$ cat src/verilog/isa_pkg.sv
`default_nettype none

package isa_pkg;

	localparam int XLEN  = 32;	// operand and address width
	localparam int TAG_W = 5;	// destination tag width

	// load funct3 encodings
	typedef enum logic [2:0] {
		LB  = 3'b000,
		LH  = 3'b001,
		LW  = 3'b010,
		LBU = 3'b100,
		LHU = 3'b101
	} load_op_e;

endpackage

`default_nettype wire

$ cat src/verilog/mem_pkg.sv
`default_nettype none

package mem_pkg;

	// command from the load unit to the data cache
	typedef enum logic [1:0] {
		BUS_NONE = 2'b00,
		BUS_LOAD = 2'b01
	} bus_cmd_e;

	localparam int BLOCK_BYTES = 8;
	localparam int BLOCK_W     = 8 * BLOCK_BYTES;	// 64-bit block

	localparam int LINES    = 32;
	localparam int OFFSET_W = $clog2(BLOCK_BYTES);	// addr[2:0]
	localparam int INDEX_W  = $clog2(LINES);	// addr[7:3]
	localparam int TAG_BITS = 32 - INDEX_W - OFFSET_W;	// addr[31:8]

	localparam int MEM_BLOCKS  = 512;	// 4 KiB backing store
	localparam int MEM_LATENCY = 4;	// request to response, in cycles

endpackage

`default_nettype wire

$ cat src/verilog/load_dcache.sv
`timescale 1ns/1ps
`default_nettype none

module load_dcache (
	input  logic                        clock,
	input  logic                        reset,
	input  mem_pkg::bus_cmd_e           dcache_cmd,
	input  logic [isa_pkg::XLEN-1:0]    dcache_addr,
	output logic                        finish,
	output logic [mem_pkg::BLOCK_W-1:0] block_data,
	output logic                        mem_req,
	output logic [isa_pkg::XLEN-1:0]    mem_addr,
	input  logic                        mem_valid,
	input  logic [mem_pkg::BLOCK_W-1:0] mem_data
);
	import isa_pkg::*;
	import mem_pkg::*;

	typedef enum logic {
		IDLE,
		MISS_WAIT
	} state_e;

	state_e state;
	state_e next_state;

	logic [TAG_BITS-1:0] tag_array  [LINES];
	logic [BLOCK_W-1:0]  data_array [LINES];
	logic [LINES-1:0]    valid;

	logic [INDEX_W-1:0]  index;
	logic [TAG_BITS-1:0] tag;
	logic [INDEX_W-1:0]  fill_index;	// line being refilled
	logic [TAG_BITS-1:0] fill_tag;
	logic                lookup;
	logic                hit;
	logic                miss;
	logic                fill;

	assign index  = dcache_addr[OFFSET_W +: INDEX_W];
	assign tag    = dcache_addr[XLEN-1 -: TAG_BITS];
	assign lookup = (dcache_cmd == BUS_LOAD);
	assign hit    = valid[index] && (tag_array[index] == tag);

	// lookups are only answered from IDLE, one miss at a time
	assign miss   = lookup && !hit && (state == IDLE);
	assign finish = lookup && hit && (state == IDLE);
	assign fill   = (state == MISS_WAIT) && mem_valid;

	assign block_data = data_array[index];

	// block-aligned fetch, issued in the same cycle as the miss
	assign mem_req  = miss;
	assign mem_addr = {dcache_addr[XLEN-1:OFFSET_W], {OFFSET_W{1'b0}}};

	always_comb begin
		next_state = state;
		case (state)
			IDLE: begin
				if (miss) begin
					next_state = MISS_WAIT;
				end
			end
			MISS_WAIT: begin
				if (mem_valid) begin
					next_state = IDLE;	// held cmd hits next cycle
				end
			end
			default: next_state = IDLE;
		endcase
	end

	always_ff @(posedge clock) begin
		if (reset) begin
			state <= IDLE;
			valid <= '0;
		end
		else begin
			state <= next_state;
			if (fill) begin
				valid[fill_index] <= 1'b1;
			end
		end
	end

	always_ff @(posedge clock) begin
		if (miss) begin
			fill_index <= index;
			fill_tag   <= tag;
		end
		if (fill) begin
			tag_array[fill_index]  <= fill_tag;
			data_array[fill_index] <= mem_data;
		end
	end

endmodule

`default_nettype wire

$ cat config.mk
export PLATFORM = sky130hd
export DESIGN_NAME = load_dcache
export DESIGN_NICKNAME = d
export VERILOG_FILES = /design/src/verilog/isa_pkg.sv /design/src/verilog/mem_pkg.sv /design/src/verilog/load_dcache.sv
export SDC_FILE = /design/constraint.sdc
export NUM_CORES = 2
export LEC_CHECK = 0
export BUFFER_PORTS_ARGS = -buffer_cell sky130_fd_sc_hd__buf_2
export CORE_MARGIN = 2
export CORE_UTILIZATION = 50
export DETAILED_ROUTE_END_ITERATION = 8
export PLACE_DENSITY = 0.66
export SETUP_SLACK_MARGIN = 0.2
export SYNTH_ARGS = -nofsm -noshare
export SYNTH_HDL_FRONTEND = slang
export SYNTH_SLANG_ARGS = --single-unit
export TNS_END_PERCENT = 1
$ cat constraint.sdc
create_clock -name clock -period 8.97 [get_ports clock]
set_input_delay 0.897 -clock clock [delete_from_list [all_inputs] [get_ports clock]]
set_output_delay 0.897 -clock clock [all_outputs]
set_load 0.1 [all_outputs]
Word-level counts from Yosys, hierarchy flattened
Memories as Yosys holds them, arrays and structs flattened.
Cells that the tools add are included.
{"block": "word_totals", "memories": 2, "inputBits": 101, "ff_bits": 62, "ramBits": 2816, "output_inout_bits": 98, "wordCells": 30}
{"block": "classes", "order_cmp": 3, "n_reduce_logical": 8, "bitwise": 2, "n_mux": 9, "eq_ne": 2}
{"name": "data_array", "depth": 32, "width": 64, "read_ports": 1, "rd_ports_with_merged_regs": 0, "wr": 1, "line_no": "load_dcache.sv:28", "rtl": "logic [BLOCK_W-1:0] data_array [LINES];"}
{"name": "tag_array", "depth": 32, "width": 24, "read_ports": 1, "rd_ports_with_merged_regs": 0, "wr": 1, "line_no": "load_dcache.sv:27", "rtl": "logic [TAG_BITS-1:0] tag_array [LINES];"}
{"operator": "OR 32 bit", "count": 1}
{"operator": "equality test 24 bit", "count": 1}
{"operator": "< comparator 5 x 6 -> 1 bit (second input constant)", "count": 2}
{"operator": "logical AND 1 bit", "count": 7}
{"operator": "2-to-1 mux 1 bit", "count": 6}
{"operator": "binary-select mux 1 bit (select 5 bit)", "count": 1}
{"operator": "demux 1 bit (select 5 bit)", "count": 1}
{"operator": "greater-or-equal comparator 5 x 1 -> 1 bit (second input constant)", "count": 1}
{"operator": "equality test 2 x 1 -> 1 bit (second input constant)", "count": 1}
{"operator": "one-hot mux 1 bit (2 select lines)", "count": 1}
{"operator": "zero test 1 bit", "count": 1}
{"operator": "NOT 1 bit", "count": 1}

Depth between registers and ports, before layout
{"block": "depth", "depth_word": 8, "depth_mapped": 15, "mapped_depth_nobuf": 9}

Least setup slack after synthesis
No wires, ideal clock.
{"block": "synth_timing", "path_type": "in2reg", "from": "input mem_valid", "to": "memory data_array[12][0] in the netlist's numbering, enable pin", "n_path_buf": 1, "slack_ns": 3.293, "cell_stages": 4, "arrival_time_ns": 5.140, "required_time_ns": 8.433, "path_cell_list": "nand2_1 -> or3_1 -> clkbuf_1 -> nor2_1"}
{"block": "synth_between", "elab_chain_cells": 3}
{"item": "from (decl)", "line_no": "load_dcache.sv:13", "rtl": "input logic mem_valid,"}
{"item": "logical AND 1 bit", "line_no": "load_dcache.sv:48", "rtl": "assign fill = (state == MISS_WAIT) && mem_valid;"}
{"item": "2-to-1 mux 1 bit", "line_no": "load_dcache.sv:91", "rtl": "if (fill) begin"}
{"item": "2-to-1 mux 1 bit (implied by the code)", "line_no": "load_dcache.sv:93", "rtl": "data_array[fill_index] <= mem_data;"}
{"item": "to (decl)", "line_no": "load_dcache.sv:28"}
No other way between the ends.

Worst setup path after layout
{"block": "layout_timing", "from": "input dcache_addr[5] in the netlist's numbering", "to": "output mem_req"}
{"block": "layout_between", "elab_chain_cells": 6}
{"item": "from (decl)", "line_no": "load_dcache.sv:8", "rtl": "input logic [isa_pkg::XLEN-1:0] dcache_addr,"}
{"item": "memory read (32 x 24 bit) or binary-select mux 1 bit (select 5 bit) (tied branches)"}
{"item": "equality test 24 bit or 2-to-1 mux 1 bit (tied branches)", "line_no": "load_dcache.sv:43", "rtl": "assign hit = valid[index] && (tag_array[index] == tag);"}
{"item": "logical AND 1 bit (*)", "line_no": "load_dcache.sv:43"}
{"item": "zero test 1 bit (*)", "line_no": "load_dcache.sv:46", "rtl": "assign miss = lookup && !hit && (state == IDLE);"}
{"item": "logical AND 1 bit (*) (2 in a row)", "line_no": "load_dcache.sv:46"}
{"item": "to (decl)", "line_no": "load_dcache.sv:11", "rtl": "output logic mem_req,"}
Every way passes the cells marked *; elsewhere a longest branch is shown, timed or not. The select of a mux whose other input is x is not followed.

==> impl_metrics.json <==
{
  "dp_cells": 7504,
  "peakVddDrop_mv": 0.230,
  "finalHoldViolCount": 0,
  "met2WireLength_um": 128000,
  "start_util_pct": 50.2,
  "max_cap_violations": 0,
  "post-route-min-period_ns": 6.54,
  "h-tree-depth": 5,
  "routed.top_layer": "met5",
  "synth_flop_cell": "edfxtp_1",
  "setup_violations": 0,
  "area_growth_pct": 12.5,
  "yosys.area.top_type": "edfxtp_1",
  "fp.dieW_um": 473,
  "wl_met1_um": 109000,
  "ys_ff_latch": 2878,
  "fin_nets": 5041,
  "clock_path_buffers": 4,
  "ant_nets": 0,
  "holdWs_ns": 0.211,
  "clkTransAtPathRegs_ns": 0.06,
  "clock_latency_ns": 0.95,
  "drt-wirelength-per-cell_um": 33.2,
  "post_cts.repair.setup_buffers": 0,
  "holdBufCountCts": 0,
  "die_area_um2": 223000,
  "dp_hpwl_um": 129000,
  "clock_sinks": 2878,
  "grt_usage_pct": 23.8,
  "grt_max_degree": 126,
  "stdcell_count": 8020,
  "max_slew.worst_pin.slew_ns": 1.27,
  "layout_common_cells": "edfxtp_1, mux4_2, clkbuf_16",
  "multiInputGateArea_um2": 22500,
  "finalPower_mw": 28.2,
  "power_density_nw_per_um2": 228,
  "drive_gt1_share_pct": 30.5,
  "grt_pass1_wl_um": 376000,
  "first_iter_violations": 7233,
  "grt_pass1_vias": 51600,
  "cp-start-kind": "input port",
  "relSlewSlack_pct": 15.4,
  "synth-async-reset-ratio_pct": 0,
  "critPathMaxFanout": 63,
  "io_buffers": 192,
  "core_um2": 219000,
  "avgSynthCellArea_um2": 23.9,
  "drt_wl_total_um": 266000,
  "fp-row-count": 172,
  "critPathKind": "input port to primary output",
  "dr.pass1.iters": 5,
  "netlist_area_um2": 110000,
  "ioPinCount": 199,
  "seq_area_um2": 86100,
  "cts_resized": 0,
  "wl_met3_um": 23000,
  "final_common_cell": "edfxtp_1",
  "cts_made_buffers": 305,
  "period_share_pct": 72.9,
  "overflow": 0,
  "required_ns": 8.07,
  "num-fill-cells": 15700,
  "fmax_mhz": 153,
  "ys_seq_area_share_pct": 78.4,
  "synthTopCellsByArea": "edfxtp_1, mux4_2, mux2i_1",
  "p_leak_nw": 38.8,
  "clock-root-buffer": "clkbuf_16",
  "yosys_warnings": 0,
  "routed_via_density": 6.38,
  "netlist.area_leader.share_pct": 77.8,
  "synth_edf_count": 2845,
  "finClkSkew_ns": 0.0994,
  "antenna_found_initial": 19,
  "setup_tns_ns": 0,
  "setup.worst_path.end_class": "primary output",
  "worstHoldPathType": "input port to flip-flop",
  "rsz0062_at_grt": "false",
  "gp_congestion": 0.766,
  "dr_total_vias": 51200,
  "synthCells": 4586,
  "slew_violations": 0,
  "die_h_um": 473,
  "ys_types": 58,
  "arrival_ns": 5.64,
  "drc": 0,
  "outcome": "completed",
  "cts_tree": "done"
}
## synth_stat cells, types with 10 or more instances
master    count
a21oi_1      14
a22oi_1      49
and2_1       10
buf_2        82
buf_4        56
buf_6        10
clkbuf_1    107
dfxtp_1      33
edfxtp_1   2845
mux2_2       44
mux2i_1     124
mux4_2      796
nand2_1     114
nand3_1      16
nor2_1      117
nor2b_1      11
xnor2_1      11
xor2_1       21
## report_power, final
part / internal (mW) / switching (mW) / total, mW
Clock: 6.99 / 4.90 / 11.9
Combinational: 0.493 / 0.967 / 1.46
Sequential: 14.8 / 0.0414 / 14.8
Total: 22.3 / 5.91 / 28.2
## worst max-delay path: stages
cell and delay [ns]:
buf_8 0.50, buf_4 0.67, mux4_2 0.33, mux2i_1 0.11, a22o_1 0.23, a211oi_1 0.40
xor2_1 0.12, a2111oi_0 0.88, nand4_1 0.55, o21ai_1 0.38, inv_1 0.10, buf_2 0.31
## path summary, 6_finish.rpt
check | start | endpoint | slack, ns | cells after the start
worst max-delay path | dcache_addr[5] | mem_req | 2.43 | 12
worst min-delay path | dcache_addr[24] | fill_tag[16]$_DFFE_PP_ | 0.21 | 1
worst max register to register | tag_array[1][23]$_DFFE_PP_ | fill_tag[14]$_DFFE_PP_ | 4.71 | 10
worst min register to register | valid[14]$_SDFFE_PP0P_ | valid[14]$_SDFFE_PP0P_ | 0.47 | 2
## cell families (layout without fill, tap and decap cells)
logic type      after synthesis  after routing  share of synthesized area [%]
xor+xnor                     32             32                          0.255
simple gates                317            317                           1.29
other cells                   1              8                        0.00342
compound gates              125            125                          0.843
flops                      2878           2878                           78.4
mux                         964            964                           17.9
buf+inv                     269            825                           1.27
## area by class of cell
type / count / share of cell area, %
clock inverter: 138 / 1.03
clock buffer: 373 / 6.45
inverter: 5 / 0.0213
sequential: 2878 / 69.7
antenna: 5 / 0.0101
timing repair buffer: 309 / 1.60
multi-input combinational: 1441 / 18.3
tap: 2871 / 2.91
## metal layers
metal / up-vias / global-route usage, %
met5: - / 0
met4: 6 / 6.26
met3: 444 / 3.78
met2: 2519 / 37.7
met1: 27900 / 35.1
li1: 20300 / -
## stage by stage
stage          cell area, um^2  util [%]  setup WS [ns]
2_1_floorplan           110000         -           3.29
3_3_place_gp            114000      52.2           2.40
3_5_place_dp            114000      52.2           2.35
4_1_cts                 123000      56.4           2.35
5_1_grt                 123000      56.4           2.15
6_report                123000      56.4           2.43
## state kept, by name, indices dropped and copies added (netlist names)
signal      flops
data_array   2048
fill_tag       24
tag_array     768
fill_index      5
valid          32
state           1
Power figures use the tool's default switching activity.
