File: src/verilog/isa_pkg.sv
`default_nettype none

package isa_pkg;

	localparam int XLEN  = 32;	// operand and address width
	localparam int TAG_W = 5;	// destination tag width

	// load funct3 encodings
	typedef enum logic [2:0] {
		LB  = 3'b000,
		LH  = 3'b001,
		LW  = 3'b010,
		LBU = 3'b100,
		LHU = 3'b101
	} load_op_e;

endpackage

`default_nettype wire

File: src/verilog/mem_pkg.sv
`default_nettype none

package mem_pkg;

	// command from the load unit to the data cache
	typedef enum logic [1:0] {
		BUS_NONE = 2'b00,
		BUS_LOAD = 2'b01
	} bus_cmd_e;

	localparam int BLOCK_BYTES = 8;
	localparam int BLOCK_W     = 8 * BLOCK_BYTES;	// 64-bit block

	localparam int LINES    = 32;
	localparam int OFFSET_W = $clog2(BLOCK_BYTES);	// addr[2:0]
	localparam int INDEX_W  = $clog2(LINES);	// addr[7:3]
	localparam int TAG_BITS = 32 - INDEX_W - OFFSET_W;	// addr[31:8]

	localparam int MEM_BLOCKS  = 512;	// 4 KiB backing store
	localparam int MEM_LATENCY = 4;	// request to response, in cycles

endpackage

`default_nettype wire

File: src/verilog/load_align.sv
`timescale 1ns/1ps
`default_nettype none

module load_align (
	input  logic [mem_pkg::BLOCK_W-1:0]  block_data,
	input  logic [mem_pkg::OFFSET_W-1:0] byte_offset,
	input  isa_pkg::load_op_e            op,
	output logic [isa_pkg::XLEN-1:0]     result
);
	import isa_pkg::*;
	import mem_pkg::*;

	logic [BLOCK_W-1:0] shifted;

	// addressed byte moved down to bit 0
	assign shifted = block_data >> {byte_offset, 3'b000};

	always_comb begin
		case (op)
			LB: begin
				result = {{(XLEN-8){shifted[7]}}, shifted[7:0]};
			end
			LH: begin
				result = {{(XLEN-16){shifted[15]}}, shifted[15:0]};
			end
			LBU: begin
				result = {{(XLEN-8){1'b0}}, shifted[7:0]};
			end
			LHU: begin
				result = {{(XLEN-16){1'b0}}, shifted[15:0]};
			end
			default: begin
				result = shifted[XLEN-1:0];	// LW
			end
		endcase
	end

endmodule

`default_nettype wire

File: config.mk
export PLATFORM = sky130hd
export DESIGN_NAME = load_align
export DESIGN_NICKNAME = d
export VERILOG_FILES = /design/src/verilog/isa_pkg.sv /design/src/verilog/mem_pkg.sv /design/src/verilog/load_align.sv
export SDC_FILE = /design/constraint.sdc
export NUM_CORES = 1
export LEC_CHECK = 0
export BUFFER_PORTS_ARGS = -buffer_cell sky130_fd_sc_hd__buf_2
export CORE_UTILIZATION = 47
export DETAILED_ROUTE_END_ITERATION = 12
export PLACE_DENSITY = 0.86
export SLEW_MARGIN = 5
export SYNTH_ARGS = -nofsm -noshare
export SYNTH_HDL_FRONTEND = slang
export SYNTH_SLANG_ARGS = --single-unit
File: constraint.sdc
create_clock -name vclk -period 2.86
set_input_delay 0.572 -clock vclk [all_inputs]
set_output_delay 0.572 -clock vclk [all_outputs]
set_load 0.01 [all_outputs]
# Yosys cells after proc, flatten, opt, wreduce, memory -nomap -nowiden
# Cells that the tools add are included.
[op_classes]
reduce_logical = 1
n_shift = 1
n_eq_ne = 3
mux = 1
[ops]
columns = ["operator", "n"]
rows = [
  ["32-bit case mux with 4 select lines", 1],
  ["64-bit by 6-bit right shift with 32-bit output", 1],
  ["3-bit == test, second input constant", 2],
  ["3-bit by 1-bit == test with 1-bit output, second input constant", 1],
  ["3-bit zero test", 1],
]
[totals]
inputBits = 70
ff_bits = 0
output_inout_bits = 32
wordCells = 6

# Longest topological paths before layout
# Gate-level depths: netlist of the first run.
[depth]
ltp_word = 2
depth_mapped = 8
mapped_depth_nobuf = 4

# Least setup slack after synthesis of the first run
# OpenSTA, ideal clock, no wires.
[synth_timing]
path_type = "in2out"
from = "in byte_offset[2] in the netlist's numbering"
to = "out result[10] in the netlist's numbering"
cell_stages = 7
t_arrival_ns = 2.162
path_slack_ns = 0.126
required_time_ns = 2.288
cell_sequence = "buf_4 -> inv_2 -> mux4_2 -> or4_1 -> buf_2 -> buf_6 -> o21ai_0"
[synth_via]
elab_chain_len = 2
[synth_rtl]
columns = ["element", "line", "source"]
rows = [
  ["from (decl)", "load_align.sv:6", "input logic [mem_pkg::OFFSET_W-1:0] byte_offset,"],
  ["64-bit by 6-bit right shift with 32-bit output", "load_align.sv:16", "assign shifted = block_data >> {byte_offset, 3'b000};"],
  ["32-bit case mux with 4 select lines", "load_align.sv:19", "case (op)"],
  ["to (decl)", "load_align.sv:8", "output logic [isa_pkg::XLEN-1:0] result"],
]
# Every way passes these cells.

# Final worst setup path of the first run
[layout_timing]
from = "in byte_offset[0] in the netlist's numbering"
to = "out result[9] in the netlist's numbering"
# Same word-level chain as after synthesis.

==> run metrics, run 1 <==
DP Area between 2000 and 2500 um^2; Inserted Diodes 0; Combinational Power Share 1.000; global routing's busiest layer met2; final net count about 340; die width approximately 62 um; commonest non-fill, non-tap cell in the layout buf_2; Crit. End Element output pin; Synth Area in Adders 0; FFs & Latches 0; status finished, final reports clean; Cell Int Power 261 uW; Post-Synthesis Cells 173; area of the multi-input gates roughly 1700 um^2; estimated wirelength of the detail-placed design approximately 4000 um; Finish-stage setup viols 0; Final ANT Viol Nets 0; Tot GR Track Use 0.269; Mapped Area around 1700 um^2; Max stage delay on crit path between 500 and 600 ps; post-synthesis mux area share 0.618; CP required ~2300 ps; top cells by area, synth mux4_2 41%, mux2i_1 15%, mux2_2 5.9%; critical path arrival roughly 2300 ps; maximum fanout along the worst path 7; Pre-Repair DR Iteration Count 4; vias per cell ~6.3; clock buffer count 0; HP Start block_data[59]; row cnt 21; placed cell count ~310; die area 3890 um^2; initial core utilization 0.502; worst slew pin tran between 900 and 1000 ps; met1 Use GR 0.363; Rel. slew slack 0.349; DR iter-0 viols roughly 210; Sw Ratio 0.456; non-filler cells, final 318; largest net degree at the start of global routing 26; minimum clock period 2860 ps; Final Cycle Share 0.999; I/O Buffers between 100 and 150; Pleak 1.28 nW; commonest non-fill, non-tap cells in the layout 92 x buf_2, 31 x mux4_2, 25 x mux2i_1, 12 x nand3_2; simple-gate share of the synthesized area 0.172; Power Total approximately 480 uW; hold path endpoint result[27]; sequential fraction of the synthesis area 0; main combinational cell family by area after synthesis multiplexers; post-synthesis compound-gate area fraction 0.134; CP most frequent cell buf_12; layout cells sized above 1 0.684; height of the die 62.4 um; Buf/Inv on CP 3; CP Class in -> out; Area growth syn-to-layout 49.1%; met3 usage in global routing 0.0128; crit path max-delay cell type or4_4; Setup WS post-layout between 1.5 and 2 ps; Clk network pwr share 0; worst vdd ir 0.118 mV; max capacitance violation total 0; Netlist cell types 25; hold depth 5; fmax about 350 MHz; global-route wire length before repair roughly 8700 um; post-synthesis xor/xnor area fraction 0; Net Count, Synth between 200 and 250; Slew Viols, Final 0; number of global-route vias before repair between 1500 and 2000; I/O pins about 100; sequential power share 0; Mapped Avg Cell Area 9.91 um^2; area share of the leading cell type in the synthesized netlist 0.407; grt ovf 0; design area about 2600 um^2; post-synth top area cell mux4_2; Fillers 258; Residual DRC 0; initial antenna violation count 0; Seq. cell area 0 um^2; PwrDens 188 nW/um^2; CP startpoint kind primary input; Via Count roughly 2000; DR WL/cell 18.5 um; core footprint 3420 um^2; CP Cell Sequence buf_12, mux2i_2, mux4_2, or4_4, buf_12, o21ai_1, buf_2; final-report hold violation count 0; GR Layer Usage met2 0.489; P_sw 219 uW; Worst Hold Class in -> out; total wire length slightly below 6000 um; Synthesis Warnings 0; placer congestion estimate a little under 0.9; RSZ-0062 raised after global routing yes; Crit path max-delay family multiplexers; Setup WS pre-CTS -48.2 ps; hold slack final about 1600 ps
metrics by stage:
step | util | TNS, ps
6_report | 0.748 | 0
2_1_floorplan | - | 0
3_3_place_gp | 0.677 | -37.7
4_1_cts | 0.679 | 0
3_5_place_dp | 0.677 | -48.2
5_1_grt | 0.748 | -148
power by group through the flow:
stage / logic, mW / clock network (mW) / registers [mW]
after floorplan: 0.262 / 0 / 0
after detailed placement: 0.419 / 0 / 0
final: 0.480 / 0 / 0
after CTS: 0.423 / 0 / 0
after global routing: 0.512 / 0 / 0
after global placement: 0.411 / 0 / 0
worst max-delay path by stage:
stage,start,endpoint,slack [ps],cells past startpoint
global placement,byte_offset[0],result[20],-40,7
floorplan,byte_offset[2],result[10],130,7
CTS,byte_offset[0],result[9],30,7
finish,byte_offset[0],result[9],2,7
detailed placement,byte_offset[0],result[20],-50,7
global route,byte_offset[0],result[15],-30,7
per-layer routing:
metal	vias up	share of wire	wire length, um
met5	-	0	0
met4	0	0.025	147
met3	15	0.076	449
met2	118	0.51	3020
met1	958	0.39	2270
li1	903	-	-
synthesized netlist by cell type:
cell type  instances
mux4_2            31
mux2i_1           26
o21ai_0           15
nor2_1            11
nand3_2           10
mux2_2             9
nand2_1            9
nor2b_1            9
a22o_1             8
buf_2              8
o2bb2ai_1          7
buf_1              6
nand3_1            6
buf_4              3
clkbuf_1           3
buf_6              2
inv_1              2
a221o_1            1
a2bb2oi_1          1
inv_2              1
nand2b_1           1
nand4_1            1
nor3b_2            1
o21ai_1            1
or4_1              1
what timing repair did:
action                     CTS  global route
pin swaps                    0             1
gates resized for setup      2            40
hold endpoints to repair     0             0
setup buffers                0             1
gates cloned                 0             3
hold buffers                 0             0
setup endpoints to repair    3            23
cell type report:
type / count / share of cell area
Timing Repair Buffer: 121 / 0.320
Multi-Input combinational cell: 148 / 0.653
Inverter: 3 / 0.00441
Tap cell: 46 / 0.0225
logic make-up (layout without fill, tap and decap cells):
family | count (synthesis) | in the layout
AND/OR/NAND/NOR | 49 | 49
buffers and inverters | 25 | 124
AO/OA/AOI/OAI | 33 | 33
multiplexers | 66 | 66
Note: power is estimated with default switching activity, not from simulation.
==> run 2, diff against run 1 <==
- ABC_AREA: unset -> 1
- CORE_UTILIZATION: 47 -> 48
- PLACE_DENSITY: 0.86 -> 0.85
==> run 2 against run 1 <==
Effect of this change: worst hold slack got worse by 12 ps; wire length rose by 7.7%; via count up 55%; critical path type unchanged.
==> run metrics, run 2 <==
Net Count, Synth 479; Inserted Diodes 0; Finish-stage setup viols 0; row cnt 22; total wire length between 6000 and 7000 um; Mapped Avg Cell Area around 4.6 um^2; minimum clock period roughly 2500 ps; area share of the leading cell type in the synthesized netlist 0.388; area of the multi-input gates 1620 um^2; Seq. cell area 0 um^2; DR WL/cell about 12 um; hold slack final ~1600 ps; die width around 65 um; hold path endpoint result[15]; hold depth 5; largest net degree at the start of global routing 31; initial antenna violation count 0; fmax between 300 and 400 MHz; DP Area ~2300 um^2; most common cell in the netlist nand2_1; estimated wirelength of the detail-placed design 5030 um; Worst Hold Class in -> out; Area growth syn-to-layout 23.1%; RSZ-0062 raised after global routing no; global-route wire length before repair about 10000 um; Slew Viols, Final 0; clock buffer count 0; vias per cell 5.74; main combinational cell family by area after synthesis simple AND/OR/NAND/NOR gates; Rel. slew slack 0.771; CP startpoint kind primary input; Tot GR Track Use 0.294; simple-gate share of the synthesized area 0.806; Synthesis Warnings 0; post-synthesis mux area share 0; Synth Area in Adders 0; Fillers about 400; buffer count from post-CTS setup fixing 0; placed cell count around 540; placer congestion estimate 0.970; Via Count about 3000; Netlist cell types 19; Pleak roughly 1.4 nW; FFs & Latches 0; CP Class in -> out; Crit. End Element output pin; worst slew pin tran roughly 340 ps; Final Cycle Share 0.889; Final ANT Viol Nets 0; DR iter-0 viols ~290; commonest non-fill, non-tap cell in the layout nand2_1; sequential fraction of the synthesis area 0; non-filler cells, final around 540; layout cells sized above 1 0.261; CTS resizes 0; max capacitance violation total 0; PwrDens about 180 nW/um^2; I/O Buffers roughly 100; number of global-route vias before repair between 2000 and 3000; Residual DRC 0; status finished, final reports clean; maximum fanout along the worst path 27; critical path arrival around 2000 ps; HP Start op[2]; final net count between 500 and 600; Pre-Repair DR Iteration Count 6; setup TNS 0 ps; height of the die about 65 um; Setup crit start byte_offset[0]; Post-Synthesis Cells between 400 and 500; Mapped Area between 1500 and 2000 um^2; Post-CTS Hold Fix Bufs 0; post-synthesis xor/xnor area fraction 0; final-report hold violation count 0; top cells by count, synth 195 x nand2_1, 121 x nand3_1, 14 x buf_2; post-synthesis compound-gate area fraction 0.0530; post-synth top area cell nand2_1; I/O pins just over 100; Power Total 414 uW; design area roughly 2300 um^2; initial core utilization 0.508; top cells by area, synth nand2_1 39%, nand3_1 32%, buf_6 5.4%; worst vdd ir roughly 0.12 mV; commonest non-fill, non-tap cells in the layout 195 x nand2_1, 121 x nand3_1, 102 x buf_2, 13 x inv_1, 11 x nand2_2; CP required about 2300 ps; grt ovf 0; die area about 4200 um^2; core footprint between 3000 and 4000 um^2
[run 2: cell types whose count changed in the layout (fill, tap and decap cells not counted), moves of 12 or more]
cell / delta
nand3_2: -12
mux2i_1: -25
mux4_2: -31
nand2_1: +186
nand3_1: +121
[run 2: per-layer routing]
layer | up-vias | share of wire | global-route usage
met2 | 218 | 0.49 | 0.556
met1 | 1346 | 0.38 | 0.329
li1 | 1494 | - | -
met4 | 0 | 0.042 | 0.136
met3 | 32 | 0.088 | 0.0176
met5 | - | 0 | 0
[run 2: worst max path at each step]
| stage | endpoint | cells past startpoint | slack (ps) |
|---|---|---|---|
| detailed placement | result[17] | 9 | 340 |
| global route | result[17] | 9 | 160 |
| CTS | result[17] | 9 | 350 |
| floorplan | result[19] | 10 | 840 |
| finish | result[17] | 9 | 320 |
| global placement | result[16] | 9 | 420 |
[run 2: report_power, final]
group	switching (mW)	internal [mW]
registers	0	0
logic	0.250	0.164
clock network	0	0
total	0.250	0.164
[run 2: stage by stage]
stage / setup slack, ps / util
after global placement: 416 / 0.626
after floorplan: 841 / -
after global routing: 156 / 0.626
final: 316 / 0.626
after CTS: 350 / 0.626
after detailed placement: 344 / 0.626
[run 2: worst max-delay path: stages]
cell and delay [ps]:
buf_2 240, inv_2 140, buf_4 250, o21ai_0 340, nand2_1 80, nand2_1 80
nand2_1 50, nand3_1 80, buf_2 130
[run 2: cell type report]
cell class / instances / share of cell area
multi-input cells: 363 / 0.698
well taps: 48 / 0.0258
inverters: 15 / 0.0242
repair buffers: 112 / 0.252
[run 2: logic make-up (layout without fill, tap and decap cells)]
group,Yosys count,in the layout
compound gates,16,16
buf+inv,46,127
simple gates,347,347
==> run 3, diff against run 2 <==
- BUFFER_PORTS_ARGS: -buffer_cell sky130_fd_sc_hd__buf_2 -> unset
- CORE_UTILIZATION: 48 -> 55
- DONT_BUFFER_PORTS: unset -> 1
- PLACE_DENSITY: 0.85 -> 0.7
==> run 3 against run 2 <==
Effect of this change: worst setup slack improved by 91 ps; critical endpoint is now result[18]; utilization decreased by 6.1 points; die area decreased by 12%; combinational power decreased by 31%.
==> run metrics, run 3 (synthesized netlist as in run 2, its figures left out) <==
worst slew pin tran between 500 and 600 ps; DR WL/cell 13.6 um; die area roughly 3700 um^2; Setup crit start byte_offset[0]; final-report hold violation count 0; crit path max-delay cell type inv_2; grt ovf 0; commonest non-fill, non-tap cell in the layout nand2_1; final net count ~460; number of global-route vias before repair approximately 2200; Residual DRC 0; I/O pins approximately 100; CP most frequent cell nand2_1; CP required 2290 ps; buffer count from post-CTS setup fixing 0; Tot GR Track Use 0.312; hold path endpoint result[22]; CP Class in -> out; clock buffer count 0; Via Count around 2500; RSZ-0062 raised after global routing no; Fillers 375; Setup WS pre-CTS 466 ps; Final ANT Viol Nets 0; Worst Hold Class in -> out; initial core utilization 0.599; max capacitance violation total 0; fmax roughly 410 MHz; DR iter-0 viols between 100 and 150; layout cells sized above 1 0.0573; minimum clock period ~2500 ps; post-route met1 wirelength between 2000 and 2500 um; setup TNS 0 ps; met3 WL between 400 and 500 um; CP startpoint kind primary input; global-route wire length before repair 8980 um; estimated wirelength of the detail-placed design approximately 4400 um; Pre-Repair DR Iteration Count 5; Power Total between 200 and 300 uW; DR WL met2 about 3000 um; commonest non-fill, non-tap cells in the layout 195 x nand2_1, 121 x nand3_1, 13 x inv_1, 11 x nand2_2, 9 x nor2_1; CTS resizes 0; row cnt 20; top sig layer met4; I/O Buffers 0; Setup WS post-layout around 410 ps; Area growth syn-to-layout -5.77%; vias per cell around 6; hold depth 2; Seq. cell area 0 um^2; Pleak ~1.0 nW; Max stage delay on crit path 410 ps; core footprint roughly 3200 um^2; die width between 60 and 70 um; status finished, final reports clean; Final Cycle Share 0.857; total wire length between 5000 and 6000 um; maximum fanout along the worst path 57; height of the die about 61 um; HP Start op[1]; Inserted Diodes 0; worst vdd ir between 0.07 and 0.08 mV; Slew Viols, Final 0; CP Cell Sequence inv_2, buf_4, nand2_1, o21ai_0, nand2_1, nand2_1, nand2_1, nand3_1; FFs & Latches 0; PwrDens 161 nW/um^2; Post-CTS Hold Fix Bufs 0; Crit. End Element output pin; Finish-stage setup viols 0; critical path arrival between 1500 and 2000 ps; initial antenna violation count 0; placer congestion estimate 0.875; final core occ 0.564; Rel. slew slack 0.630; largest net degree at the start of global routing 58
-- run 3: critical path, delay by kind of cell --
| kind | cells | cell delay (ps) |
|---|---|---|
| buffers and inverters | 2 | 720 |
| AND/OR/NAND/NOR | 5 | 430 |
| AO/OA/AOI/OAI | 1 | 120 |
-- run 3: final cells by class --
| type | instances | area [um^2] | area share |
|---|---|---|---|
| inverter | 15 | 56.3 | 0.0316 |
| multi-input combinational | 363 | 1620 | 0.912 |
| tap | 44 | 55.1 | 0.0309 |
| timing repair buffer | 6 | 45.0 | 0.0253 |
-- run 3: stage by stage --
step	cells	cell area, um^2	hold WS (ps)
after floorplan	409	1890	1360
after global placement	428	1780	1300
after detailed placement	428	1780	1300
after CTS	428	1780	1300
after global routing	428	1780	1310
final	428	1780	1290
-- run 3: worst max-delay path by stage --
stage	endpoint	slack (ps)
after floorplan	result[19]	840
after global placement	result[3]	490
after detailed placement	result[3]	470
after CTS	result[3]	470
after global routing	result[18]	280
final	result[18]	410
-- run 3: per-layer routing --
metal / track usage / vias up
met2: 0.593 / 102
met3: 0.0512 / 18
met1: 0.339 / 1122
met5: 0 / -
li1: - / 1290
met4: 0.130 / 0
-- run 3: power breakdown --
part           total, mW  internal (mW)  switching, mW
sequential             0              0              0
clock                  0              0              0
combinational      0.287         0.0972          0.190
